==> config.mk <==
export PLATFORM = sky130hd
export DESIGN_NAME = loadIssueTop
export DESIGN_NICKNAME = d
export VERILOG_FILES = /design/src/source/coreTypesPkg.sv /design/src/source/memTypesPkg.sv /design/src/source/loadIssueTop.sv /design/src/source/dataTlb.sv /design/src/source/loadAddrGen.sv /design/src/source/operandBypass.sv
export SDC_FILE = /design/constraint.sdc
export NUM_CORES = 1
export LEC_CHECK = 0
export BUFFER_PORTS_ARGS = -buffer_cell sky130_fd_sc_hd__buf_2
export CAP_MARGIN = 20
export CELL_PAD_IN_SITES_DETAIL_PLACEMENT = 1
export CELL_PAD_IN_SITES_GLOBAL_PLACEMENT = 1
export CORE_MARGIN = 4
export CORE_UTILIZATION = 33
export CTS_CLUSTER_DIAMETER = 60
export DETAILED_ROUTE_END_ITERATION = 8
export GPL_ROUTABILITY_DRIVEN = 1
export GPL_TIMING_DRIVEN = 0
export PLACE_DENSITY_LB_ADDON = 0.1
export SLEW_MARGIN = 20
export SYNTH_ARGS = -nofsm -noshare
export SYNTH_HDL_FRONTEND = slang
export SYNTH_HIERARCHICAL = 1
export SYNTH_SLANG_ARGS = --single-unit
==> constraint.sdc <==
create_clock -name Clk -period 7.2 [get_ports Clk]
set_input_delay 0 -clock Clk [delete_from_list [all_inputs] [get_ports Clk]]
set_output_delay 0 -clock Clk [all_outputs]
set_load 0.01 [all_outputs]
==> src/source/coreTypesPkg.sv <==
package coreTypesPkg;

    typedef logic [31:0] dataT;
    typedef logic [6:0]  renameRegT;
    typedef logic [5:0]  robPtrT;
    typedef logic [11:0] immT;

    typedef enum logic [7:0] {
        opNop   = 8'h00,
        opLdB   = 8'h01,
        opLdH   = 8'h02,
        opLdW   = 8'h03,
        opLdBU  = 8'h04,
        opLdHU  = 8'h05,
        opPreld = 8'h06,    // Cache hint only
        opDbar  = 8'h07,
        opIbar  = 8'h08
    } microOpE;

    // One result bus from an execution unit
    typedef struct packed {
        logic      able;
        renameRegT tag;
        dataT      data;
    } fwdBusT;

    typedef struct packed {
        fwdBusT bru;
        fwdBusT alu1;
        fwdBusT alu2;
        fwdBusT mlu;
        fwdBusT csr;
    } fwdSetT;

    typedef struct packed {
        logic      instAble;
        microOpE   microOp;
        logic      srcAble;
        renameRegT srcTag;
        dataT      srcData;    // Register file read value
        immT       imm;
        logic      wbAble;
        renameRegT wbTag;
        robPtrT    robPtr;
    } loadIssueT;

endpackage
==> src/source/memTypesPkg.sv <==
package memTypesPkg;

    localparam int pageBits = 12;    // 4 KB pages

    typedef logic [31:0] vAddrT;
    typedef logic [31:0] pAddrT;
    typedef logic [19:0] vpnT;
    typedef logic [19:0] ppnT;
    typedef logic [1:0]  matT;
    typedef logic [6:0]  trapCodeT;
    typedef logic [3:0]  tlbIndexT;

    localparam trapCodeT trapNone        = 7'h00;
    localparam trapCodeT trapPageInvalid = 7'h01;    // PIL
    localparam trapCodeT trapTlbRefill   = 7'h3f;

    typedef struct packed {
        logic     strobe;
        tlbIndexT index;
        vpnT      vpn;
        ppnT      ppn;
        matT      mat;
        logic     valid;
    } tlbWriteT;

    typedef struct packed {
        logic     trap;
        trapCodeT trapCode;
        matT      mat;
        pAddrT    pAddr;
    } tlbRespT;

    typedef struct packed {
        logic                  able;
        coreTypesPkg::microOpE microOp;
        matT                   mat;
        pAddrT                 pAddr;
        logic                  trap;
        trapCodeT              trapCode;
        logic                  wbAble;
        coreTypesPkg::renameRegT wbTag;
        coreTypesPkg::robPtrT  robPtr;
    } loadBufEntryT;

endpackage

==> src/source/loadIssueTop.sv <==
`timescale 1ns/10ps

module loadIssueTop #(
    parameter int tlbEntries = 8
) (
    input  logic                      Clk,
    input  logic                      arstN,
    input  logic                      stop,
    input  logic                      flush,
    input  coreTypesPkg::loadIssueT   issue,
    input  coreTypesPkg::fwdSetT      fwd,
    input  memTypesPkg::tlbWriteT     tlbWrite,
    output memTypesPkg::loadBufEntryT loadBuf
);
    import coreTypesPkg::*;
    import memTypesPkg::*;

    dataT    srcValue;
    logic    tlbAccess;
    vAddrT   tlbVAddr;
    tlbRespT tlbResp;

    operandBypass uBypass (
        .srcAble  (issue.srcAble),
        .srcTag   (issue.srcTag),
        .srcData  (issue.srcData),
        .fwd      (fwd),
        .srcValue (srcValue)
    );

    loadAddrGen uAgu (
        .Clk       (Clk),
        .arstN     (arstN),
        .stop      (stop),
        .flush     (flush),
        .issue     (issue),
        .srcValue  (srcValue),
        .tlbAccess (tlbAccess),
        .tlbVAddr  (tlbVAddr),
        .tlbResp   (tlbResp),
        .loadBuf   (loadBuf)
    );

    dataTlb #(
        .tlbEntries (tlbEntries)
    ) uTlb (
        .Clk      (Clk),
        .arstN    (arstN),
        .stop     (stop),
        .flush    (flush),
        .access   (tlbAccess),
        .vAddr    (tlbVAddr),
        .tlbWrite (tlbWrite),
        .resp     (tlbResp)
    );

endmodule

==> src/source/dataTlb.sv <==
`timescale 1ns/10ps

module dataTlb #(
    parameter int tlbEntries = 8
) (
    input  logic                  Clk,
    input  logic                  arstN,
    input  logic                  stop,
    input  logic                  flush,
    input  logic                  access,
    input  memTypesPkg::vAddrT    vAddr,
    input  memTypesPkg::tlbWriteT tlbWrite,
    output memTypesPkg::tlbRespT  resp
);
    import memTypesPkg::*;

    typedef struct packed {
        vpnT  vpn;
        ppnT  ppn;
        matT  mat;
        logic valid;    // Page valid, not slot occupancy
    } tlbLineT;

    logic [tlbEntries-1:0] present;
    tlbLineT               lines [tlbEntries];

    vpnT     lookupVpn;
    logic    hitFound;
    tlbLineT hitLine;
    tlbRespT nextResp;
    tlbRespT respQ;

    always_ff @(posedge Clk or negedge arstN) begin
        if (!arstN) begin
            present <= '0;
        end else begin
            for (int i = 0; i < tlbEntries; i++) begin
                if (tlbWrite.strobe && (tlbWrite.index == tlbIndexT'(i))) begin
                    present[i] <= 1'b1;
                end
            end
        end
    end

    always_ff @(posedge Clk) begin
        for (int i = 0; i < tlbEntries; i++) begin
            if (tlbWrite.strobe && (tlbWrite.index == tlbIndexT'(i))) begin
                lines[i].vpn   <= tlbWrite.vpn;
                lines[i].ppn   <= tlbWrite.ppn;
                lines[i].mat   <= tlbWrite.mat;
                lines[i].valid <= tlbWrite.valid;
            end
        end
    end

    assign lookupVpn = vAddr[31:pageBits];

    // Lowest index wins on multiple hits
    always_comb begin
        hitFound = 1'b0;
        hitLine  = '0;
        for (int i = 0; i < tlbEntries; i++) begin
            if (!hitFound && present[i] && (lines[i].vpn == lookupVpn)) begin
                hitFound = 1'b1;
                hitLine  = lines[i];
            end
        end
    end

    always_comb begin
        nextResp = '0;
        if (access) begin
            if (!hitFound) begin
                nextResp.trap     = 1'b1;
                nextResp.trapCode = trapTlbRefill;
            end else if (!hitLine.valid) begin
                nextResp.trap     = 1'b1;
                nextResp.trapCode = trapPageInvalid;
            end else begin
                nextResp.trapCode = trapNone;
                nextResp.mat      = hitLine.mat;
                nextResp.pAddr    = {hitLine.ppn, vAddr[pageBits-1:0]};
            end
        end
    end

    always_ff @(posedge Clk or negedge arstN) begin
        if (!arstN) begin
            respQ <= '0;
        end else if (stop) begin
            respQ <= respQ;
        end else if (flush) begin
            respQ <= '0;
        end else begin
            respQ <= nextResp;
        end
    end

    assign resp = respQ;

endmodule

==> src/source/loadAddrGen.sv <==
`timescale 1ns/10ps

module loadAddrGen (
    input  logic                       Clk,
    input  logic                       arstN,
    input  logic                       stop,
    input  logic                       flush,
    input  coreTypesPkg::loadIssueT    issue,
    input  coreTypesPkg::dataT         srcValue,
    output logic                       tlbAccess,
    output memTypesPkg::vAddrT         tlbVAddr,
    input  memTypesPkg::tlbRespT       tlbResp,
    output memTypesPkg::loadBufEntryT  loadBuf
);
    import coreTypesPkg::*;
    import memTypesPkg::*;

    typedef struct packed {
        logic      able;
        microOpE   microOp;
        logic      wbAble;
        renameRegT wbTag;
        robPtrT    robPtr;
    } metaT;

    metaT  metaQ;
    logic  noAccess;
    vAddrT immExt;

    // Barriers and preload skip translation
    assign noAccess  = issue.microOp inside {opPreld, opDbar, opIbar};
    assign tlbAccess = issue.instAble && !noAccess;

    assign immExt   = {{(32 - $bits(immT)){issue.imm[$bits(immT)-1]}}, issue.imm};
    assign tlbVAddr = srcValue + immExt;    // Wraps modulo 2^32

    always_ff @(posedge Clk or negedge arstN) begin
        if (!arstN) begin
            metaQ <= '0;
        end else if (stop) begin
            metaQ <= metaQ;    // Stop wins over flush
        end else if (flush) begin
            metaQ <= '0;
        end else begin
            metaQ.able    <= issue.instAble;
            metaQ.microOp <= issue.microOp;
            metaQ.wbAble  <= issue.wbAble;
            metaQ.wbTag   <= issue.wbTag;
            metaQ.robPtr  <= issue.robPtr;
        end
    end

    // TLB response is registered in step with metaQ
    always_comb begin
        loadBuf.able     = metaQ.able;
        loadBuf.microOp  = metaQ.microOp;
        loadBuf.mat      = tlbResp.mat;
        loadBuf.pAddr    = tlbResp.pAddr;
        loadBuf.trap     = tlbResp.trap;
        loadBuf.trapCode = tlbResp.trapCode;
        loadBuf.wbAble   = metaQ.wbAble;
        loadBuf.wbTag    = metaQ.wbTag;
        loadBuf.robPtr   = metaQ.robPtr;
    end

endmodule

==> src/source/operandBypass.sv <==
`timescale 1ns/10ps

module operandBypass (
    input  logic                    srcAble,
    input  coreTypesPkg::renameRegT srcTag,
    input  coreTypesPkg::dataT      srcData,
    input  coreTypesPkg::fwdSetT    fwd,
    output coreTypesPkg::dataT      srcValue
);
    import coreTypesPkg::*;

    localparam int busCount = 5;

    fwdBusT              busList [busCount];
    logic [busCount-1:0] busHit;

    // Index 0 has the highest priority
    assign busList = '{fwd.bru, fwd.alu1, fwd.alu2, fwd.mlu, fwd.csr};

    always_comb begin
        for (int i = 0; i < busCount; i++) begin
            busHit[i] = srcAble && busList[i].able && (busList[i].tag == srcTag);
        end
    end

    // Walk from lowest priority up so the freshest match overrides
    always_comb begin
        srcValue = srcData;
        for (int i = busCount - 1; i >= 0; i--) begin
            if (busHit[i]) begin
                srcValue = busList[i].data;
            end
        end
    end

endmodule

==> results of run 1 <==
## cells in the final DEF, fill, tap and decap left out, types with 15 or more instances in the layout
| master | n |
|---|---|
| a32oi_1 | 30 |
| a22o_1 | 15 |
| o32ai_1 | 20 |
| buf_4 | 75 |
| o21ai_0 | 42 |
| clkbuf_16 | 48 |
| o22ai_1 | 37 |
| a21oi_1 | 27 |
| nand2_1 | 140 |
| nor4_1 | 24 |
| and4_1 | 26 |
| o311ai_0 | 16 |
| ha_1 | 31 |
| nand3b_1 | 23 |
| and3_1 | 29 |
| dfrtp_1 | 67 |
| clkbuf_1 | 53 |
| buf_2 | 405 |
| clkbuf_2 | 18 |
| nor2_1 | 35 |
| dlygate4sd3_1 | 93 |
| edfxtp_1 | 344 |
| nand2b_1 | 26 |
| a31oi_1 | 36 |
| nand4_1 | 62 |
| nor3_1 | 20 |
| a21boi_0 | 33 |
| nand3_1 | 39 |
| inv_1 | 28 |
| xnor2_1 | 137 |
| o21ai_1 | 25 |
| xor2_1 | 84 |
## worst reg2reg max path, cell delays in order, from the launching register on
cell and delay, ps:
edfxtp_1 370, xnor2_1 550, nand4_1 160, or4_1 710, nor2_1 550, buf_1 620
nand2_1 140, and4_1 210, o21ai_0 130
## power breakdown
part           switching [mW]  internal, mW
combinational           0.726         0.461
clock                    1.02          1.31
sequential             0.0274          2.64
total                    1.77          4.41
## stage by stage
step                      setup TNS, ps  worst slack (ps)  hold slack [ps]   util
after CTS                             0              1.40             1.83  0.427
final                                 0               257             29.0  0.429
after detailed placement         -35980             -1180             40.5  0.387
after global placement           -45300             -1630              263  0.379
after global routing                  0              4.29             50.9  0.429
after floorplan                       0              1280             -296      -
## timing repair
item                                   in CTS  in global routing
setup endpoints to repair                  34                 35
gates cloned                                0                  0
gates resized for setup                    13                 49
pin swaps                                   1                  1
hold buffers                               94                  0
endpoints found under the hold margin     469                  0
setup buffers                               4                  1
## layer usage
| metal | wire [um] | part of all wire | track usage |
|---|---|---|---|
| met1 | 37300 | 0.44 | 0.325 |
| met2 | 40700 | 0.48 | 0.391 |
| met3 | 4550 | 0.054 | 0.0369 |
| met4 | 1840 | 0.022 | 0.0613 |
| met5 | 0 | 0 | 0 |
## kinds of logic (layout without fill, tap and decap cells)
| family | after synthesis | after routing | share of synthesized area |
|---|---|---|---|
| buffers and inverters | 186 | 781 | 0.0486 |
| xor gates and xnor gates | 226 | 226 | 0.0922 |
| AOI/OAI and AO/OA | 407 | 407 | 0.145 |
| DFF | 411 | 411 | 0.559 |
| other | 1 | 10 | 0.000175 |
| adders and majority gates | 32 | 32 | 0.0190 |
| and+or+nand+nor | 514 | 514 | 0.135 |
## sequential cells by signal, summed over array words and instances (netlist names)
signal / count
uTlb/resp: 36
uTlb/lines: 344
uTlb/present: 8
uAgu/loadBuf: 23
## layout make-up
| cell class | instances | area share |
|---|---|---|
| tap | 855 | 0.0387 |
| sequential | 411 | 0.434 |
| clock inverter | 28 | 0.00945 |
| clock buffer | 60 | 0.0450 |
| timing repair buffer | 507 | 0.120 |
| multi-input combinational | 1180 | 0.313 |
| antenna | 9 | 0.000814 |
| buffer | 158 | 0.0349 |
| inverter | 28 | 0.00380 |
## worst paths after layout
check | start | cells after the start | slack [ps] | endpoint
setup reg to reg | uTlb/lines[0][33] | 8 | 3700 | uTlb/resp[15]
max in group asynchronous | arstN | 4 | 6480 | uTlb/present[4]
hold reg to reg | uAgu/loadBuf[58] | 2 | 490 | uAgu/loadBuf[58]
min in group asynchronous | arstN | 4 | 470 | uAgu/loadBuf[56]
hold / removal | issue[21] | 6 | 30 | uTlb/resp[7]
setup / recovery | issue[64] | 25 | 260 | uTlb/resp[19]
==> metrics.txt, run 1 <==
register area=12000 um^2; layout cell share with drive strength beyond 1=0.287; CTS Buffer Depth=3; 1st-iter DRT viols=1278; CTS tree=yes; Pre-antenna DRT Iters=5; status=finished, final reports clean; maxcap violations=0; Layout Cells excl Fill=3236; Setup crit end kind=flip-flop; LEAKAGE=10.3 nW; vias in the first global route=18200; Max VDD drop=0.195 mV; H-tree lvl count=2; total congestion overflow=0; WP data arrival=7410 ps; Hold Path Class=in2reg; Pwr Total=6.18 mW; fin. max-slew vios=0; Syn Inst Count=1777; die area=69200 um^2; Via density=5.37; WS Path Type=in2reg; Distinct cells, synth=100; final WL=84400 um; startpoint types=input pin; Final period util=0.964; post-synthesis sequential area ratio=0.559; ys async rst share=0.163; PortBufs=382; ANT nets after route=0; skew final=33.5 ps; drt wl/cell=26.1 um; syn_area_per_cell=12.1 um^2; TritonCTS Sinks=411; worst path bufs/invs=4; largest net degree at the start of global routing=39; DP HPWL=64000 um; post-synth top area cell=edfxtp_1; Yosys top cell area share=0.481; final setup fails=0; core area=64500 um^2; Clk Latency, worst-skew pair=600 ps; CP top delay family=compound AO/OA/AOI/OAI gates; Final Cell Area=27700 um^2; residual DRC count=0; max incr delay on CP=820 ps; Ports=392; initial antenna violation count=13; RSZ-0062 raised after global routing=yes; Post-DP Area=25000 um^2; Fill cells=7036; P per Cell Area=224 nW/um^2; floorplan row count=93; top-count cell post-synth=edfxtp_1; Slew @ Worst Pin=937 ps; Worst-path clk slew=60 ps; Synth Flop Type=edfxtp_1; gpl congestion=0.891; total global-route track usage=0.236; Die Wd=263 um; Max-Slew Margin vs Limit=0.369; Nets=2693; Die Height=263 um; most instantiated cells after synthesis=edfxtp_1, xnor2_1, nand2_1; YS warnings=6; effective utilization at floorplan=0.333; Hold Vio Cnt, Final=0; area grow syn2layout=28.9%; syn nets=2136; area occupied by multi-input gates=8650 um^2; first-pass GRT wire length=123000 um; number of synthesized flops with an enable pin=344; DR vias=17400; Root Buffer=clkbuf_16; Final min period=6940 ps; Critical Path Fanout Max=10; Critical Path Slowest Stage Cell=nor4_1; placed instance count=3040; Mapped Area=21500 um^2; #FFs+latches synth=411; Req. time, crit path=7670 ps; CTS buffer count=48; synth top area cells=edfxtp_1, dfrtp_1, xnor2_1; fmax=144 MHz
No activity file was read; power rests on OpenSTA's default activity.
==> run 2: changes to the inputs <==
==> constraint.sdc (replaced) <==
create_clock -name Clk -period 7.65 [get_ports Clk]
set_input_delay 0 -clock Clk [delete_from_list [all_inputs] [get_ports Clk]]
set_output_delay 0 -clock Clk [all_outputs]
set_load 0.01 [all_outputs]
==> metrics.txt, run 2 (synthesis results as in run 1) <==
Die Wd=263 um (unchanged); Pre-antenna DRT Iters=5 (unchanged); CTS buffer count=48 (unchanged); highest-count cells in the layout ignoring fill and taps=buf_2, edfxtp_1, nand2_1; Hold Vio Cnt, Final=0 (unchanged); skew final=37.4 ps (+3.89 ps); RSZ-0062 raised after global routing=no; R2R cell count=10 (+2); Req. time, crit path=8130 ps (+460 ps); placed instance count=3040 (unchanged); Ports=392 (unchanged); startpoint types=input pin; PortBufs=382 (unchanged); CTS tree=yes; DR vias=17300 (-0.21%); first-pass GRT wire length=123000 um (about the same); Worst-path clk slew=60 ps (about the same); area grow syn2layout=28.4%; commonest non-fill, non-tap cell in the layout=buf_2; Die Height=263 um (unchanged); fin. max-slew vios=0 (unchanged); Critical Path Fanout Max=10 (unchanged); Final period util=0.947; Via density=5.35 (-0.21%); 1st-iter DRT viols=1190 (-6.9%); LEAKAGE=10.2 nW (-0.75%); Post-DP Area=25000 um^2 (unchanged); Layout Utilization=0.428 (-0.00157); WP data arrival=7730 ps (+320 ps); Max-Slew Margin vs Limit=0.430 (+0.0607); Largest Register=uTlb/lines; area occupied by multi-input gates=8590 um^2 (-0.75%); Root Buffer=clkbuf_16; Slew @ Worst Pin=848 ps (-89.5 ps); Pwr Total=5.81 mW (-6.0%); initial antenna violation count=13 (unchanged); gpl congestion=0.891 (unchanged); residual DRC count=0 (unchanged); TritonCTS Sinks=411 (unchanged); ANT nets after route=0 (unchanged); P per Cell Area=211 nW/um^2 (-5.7%); maxcap violations=0 (unchanged); max reg flops=344 (unchanged); fmax=138 MHz; Hold Path Class=in2reg; Setup crit end kind=flip-flop; H-tree lvl count=2 (unchanged); DP HPWL=64000 um (unchanged); Fill cells=7034 (-0.028%); layout cell share with drive strength beyond 1=0.276 (-0.0107); final setup fails=0 (unchanged); Clk Latency, worst-skew pair=600 ps (about the same); CTS Buffer Depth=3 (unchanged); Layout Cells excl Fill=3236 (unchanged); vias in the first global route=18200 (-0.21%); Max VDD drop=0.184 mV (-5.5%); WHS Path Cells=6 (unchanged); final WL=84300 um (-0.18%); effective utilization at floorplan=0.333 (unchanged); floorplan row count=93 (unchanged); core area=64500 um^2 (unchanged); Nets=2691 (-0.074%); Final min period=7250 ps; largest net degree at the start of global routing=39 (unchanged); drt wl/cell=26.0 um (-0.18%); Final Cell Area=27600 um^2 (-0.37%); die area=69200 um^2 (unchanged); WS Path Type=in2reg; status=finished, final reports clean; total congestion overflow=0 (unchanged); register area=12000 um^2 (unchanged); total global-route track usage=0.236 (about the same)
[run 2: cell type report]
class | instances | share of cell area
multi-input cells | 1180 | 0.312
clock buffers | 60 | 0.0452
diodes | 11 | 0.000999
inverters | 28 | 0.00381
well taps | 855 | 0.0388
clock inverters | 28 | 0.00949
plain buffers | 158 | 0.0340
flip-flops and latches | 411 | 0.436
repair buffers | 505 | 0.120
[run 2: worst paths after layout]
check | start | slack, ps | endpoint
setup / recovery | issue[63] | 400 | uTlb/resp[18]
min in group asynchronous | arstN | 470 | uAgu/loadBuf[56]
hold reg to reg | uAgu/loadBuf[58] | 490 | uAgu/loadBuf[58]
max in group asynchronous | arstN | 6930 | uTlb/present[4]
setup reg to reg | uTlb/lines[0][33] | 4130 | uTlb/resp[18]
hold / removal | issue[21] | 30 | uTlb/resp[7]
[run 2: report_power, final]
part / leakage, nW / switching [mW] / total (mW) / internal (mW)
Combinational: 5.46 / 0.680 / 1.11 / 0.430
Sequential: 3.99 / 0.0261 / 2.51 / 2.49
Clock: 0.729 / 0.954 / 2.19 / 1.24
[run 2: critical path, cell delays in order]
cell and delay, ps:
clkbuf_1 350, xor2_1 120, or4_1 470, o211ai_2 460, clkbuf_1 420, o22ai_1 190
a31oi_1 410, ha_1 320, a21o_1 180, and4_2 270, o21ai_0 330, a21oi_1 200
o311ai_1 440, a32oi_1 180, xnor2_1 280, buf_2 420, xnor2_1 260, nand4_1 140
or4_1 480, clkbuf_1 210, o22ai_1 390, nor4_2 180, and2_1 240, o21ai_4 350
buf_4 310, o21ai_1 100
[run 2: what timing repair did]
item | 4_1_cts | 5_1_grt
setup buffers | 0 | 3
hold endpoints to repair | 469 | 0
endpoints found under the setup margin | 10 | 34
pin swaps | 1 | 1
hold buffers | 94 | 0
gates resized for setup | 2 | 14
[run 2: metrics by stage]
stage,TNS [ps],hold slack (ps),setup WS (ps)
global placement,-29100,263,-1180
global route,0,50.9,3.22
CTS,0,1.89,4.01
floorplan,0,-296,1730
finish,0,30.1,403
detailed placement,-19860,40.5,-730
[run 2: per-layer routing]
metal  wire [um]  GRT usage
met2       40700      0.391
met5           0          0
met4        1890     0.0613
met1       37500      0.323
met3        4230     0.0397
==> run 3: changes to the inputs <==
--- a/config.mk
+++ b/config.mk
@@ -5,7 +5,6 @@
 export SDC_FILE = /design/constraint.sdc
 export NUM_CORES = 1
 export LEC_CHECK = 0
-export BUFFER_PORTS_ARGS = -buffer_cell sky130_fd_sc_hd__buf_2
 export CAP_MARGIN = 20
 export CELL_PAD_IN_SITES_DETAIL_PLACEMENT = 1
 export CELL_PAD_IN_SITES_GLOBAL_PLACEMENT = 1
@@ -13,10 +12,10 @@
 export CORE_UTILIZATION = 33
 export CTS_CLUSTER_DIAMETER = 60
 export DETAILED_ROUTE_END_ITERATION = 8
+export DONT_BUFFER_PORTS = 1
 export GPL_ROUTABILITY_DRIVEN = 1
 export GPL_TIMING_DRIVEN = 0
 export PLACE_DENSITY_LB_ADDON = 0.1
-export SLEW_MARGIN = 20
 export SYNTH_ARGS = -nofsm -noshare
 export SYNTH_HDL_FRONTEND = slang
 export SYNTH_HIERARCHICAL = 1
==> metrics.txt, run 3 (synthesis results as in run 1) <==
status=finished, final reports clean; initial antenna violation count=19 (+6); Hold Vio Cnt, Final=0 (unchanged); drt wl/cell=29.2 um (+12%); Pre-antenna DRT Iters=5 (unchanged); area grow syn2layout=20.0%; final WL=83800 um (-0.61%); die area=69200 um^2 (unchanged); Largest Register=uTlb/lines; 1st-iter DRT viols=1076 (-9.6%); CTS buffer count=47 (-2.1%); max reg flops=344 (unchanged); commonest non-fill, non-tap cell in the layout=edfxtp_1; Final min period=7260 ps (+9.20 ps); Layout Utilization=0.400 (-0.0280); gpl congestion=0.912 (+2.4%); area occupied by multi-input gates=8540 um^2 (-0.60%); Min Hold Slack=24.7 ps (-5.42 ps); largest net degree at the start of global routing=52 (+33%); GR Layer Usage met2=0.390 (-0.00106); max incr delay on CP=740 ps (+260 ps); first-pass GRT wire length=120000 um (-1.9%); register area=12000 um^2 (unchanged); WS Path Type=in2reg; layout cell share with drive strength beyond 1=0.136 (-0.140); Fill cells=6906 (-1.8%); Final Cell Area=25800 um^2 (-6.6%); DP HPWL=62000 um (-3.1%); worst reg-to-reg setup slack=4000 ps (-130 ps); ANT nets after route=0 (unchanged); floorplan row count=93 (unchanged); global-route track usage on met1=0.321 (-0.00212); WP data arrival=7720 ps (about the same); met3 usage=0.0373 (-0.00243); worst r2r dst=uTlb/resp[23]; CTS Buffer Depth=3 (unchanged); CP top delay family=compound AO/OA/AOI/OAI gates; LEAKAGE=8.63 nW (-15%); Via density=5.60 (+4.6%); Die Height=263 um (unchanged); Worst-path clk slew=60 ps (about the same); startpoint types=input pin; WHS Path Cells=2 (-4); maxcap violations=0 (unchanged); Max-Slew Margin vs Limit=0.400 (-0.0297); RSZ-0062 raised after global routing=no; Slew @ Worst Pin=897 ps (+49.4 ps); core area=64500 um^2 (unchanged); hold path endpoint=uTlb/lines[0][156]; Nets=2330 (-13%); highest-count cells in the layout ignoring fill and taps=edfxtp_1, nand2_1, xnor2_1; total congestion overflow=0 (unchanged); worst path bufs/invs=6 (+1); Post-DP Area=22900 um^2 (-8.3%); Die Wd=263 um (unchanged); Ports=392 (unchanged); final setup fails=0 (unchanged); Critical Path Fanout Max=10 (unchanged); vias in the first global route=16800 (-7.5%); Hold Path Class=in2reg; Req. time, crit path=8120 ps (about the same); most frequent CP cell=clkbuf_1; Setup crit end kind=flip-flop; skew final=51.5 ps (+14.1 ps); DR vias=16100 (-7.2%); TritonCTS Sinks=411 (unchanged); Critical Path Slowest Stage Cell=or4_1; total global-route track usage=0.233 (-0.00295); Clk Latency, worst-skew pair=600 ps (about the same); Max VDD drop=0.187 mV (+1.5%); PortBufs=0 (-100%); Final period util=0.949 (+0.00120); P per Cell Area=222 nW/um^2 (+5.5%); H-tree lvl count=2 (unchanged); effective utilization at floorplan=0.333 (unchanged); Critical R2R Launch=uTlb/lines[0][33]; residual DRC count=0 (unchanged); Root Buffer=clkbuf_16; min-delay src=tlbWrite[46]; Top Usage Layer GRT=met2; CTS tree=yes; R2R cell count=10 (unchanged); fin. max-slew vios=0 (unchanged); fmax=138 MHz (-0.13%)
-- run 3: per-layer routing --
layer / vias to the layer above / routed length, um
li1: 7224 / -
met3: 105 / 3590
met5: - / 85
met2: 397 / 40400
met4: 16 / 1690
met1: 8343 / 38000
-- run 3: per-stage QoR --
stage                     cells  power (mW)  TNS, ps  worst slack [ps]
after floorplan            1777        3.19        0              1730
after global placement     2632        3.46   -33100             -1140
after detailed placement   2654        3.48   -24870              -823
after CTS                  2862        5.79        0              24.9
after global routing       2869        5.97        0              41.8
final                      2873        5.73        0               394
-- run 3: how the worst max path moves through the flow --
| stage | cells after the start | slack (ps) | to | start |
|---|---|---|---|---|
| floorplan | 25 | 1730 | uTlb/resp[16] | issue[59] |
| global placement | 25 | -1140 | uTlb/resp[33] | issue[63] |
| detailed placement | 26 | -820 | uTlb/resp[30] | issue[59] |
| CTS | 25 | 20 | uTlb/resp[23] | issue[59] |
| global route | 28 | 40 | uTlb/resp[33] | issue[59] |
| finish | 26 | 390 | uTlb/resp[23] | issue[59] |
-- run 3: cell type report --
type                            instances  share of cell area
Sequential cell                       411               0.466
Timing Repair Buffer                  145              0.0604
Clock buffer                           65              0.0514
Clock inverter                         22             0.00748
Antenna cell                            9            0.000874
Buffer                                158              0.0366
Inverter                               28             0.00408
Tap cell                              855              0.0415
Multi-Input combinational cell       1180               0.331
-- run 3: repair_timing --
action                     4_1_cts  5_1_grt
setup endpoints to repair       30       34
resized for setup                4       17
buffers inserted                 0        1
hold endpoints to repair       603        0
pin swaps                        1        1
hold buffers                   121        0
-- run 3: where the power goes --
part           total [mW]  switching [mW]  internal, mW
combinational        1.02           0.642         0.376
sequential           2.52          0.0332          2.49
clock                2.19           0.933          1.26
total                5.73            1.61          4.12
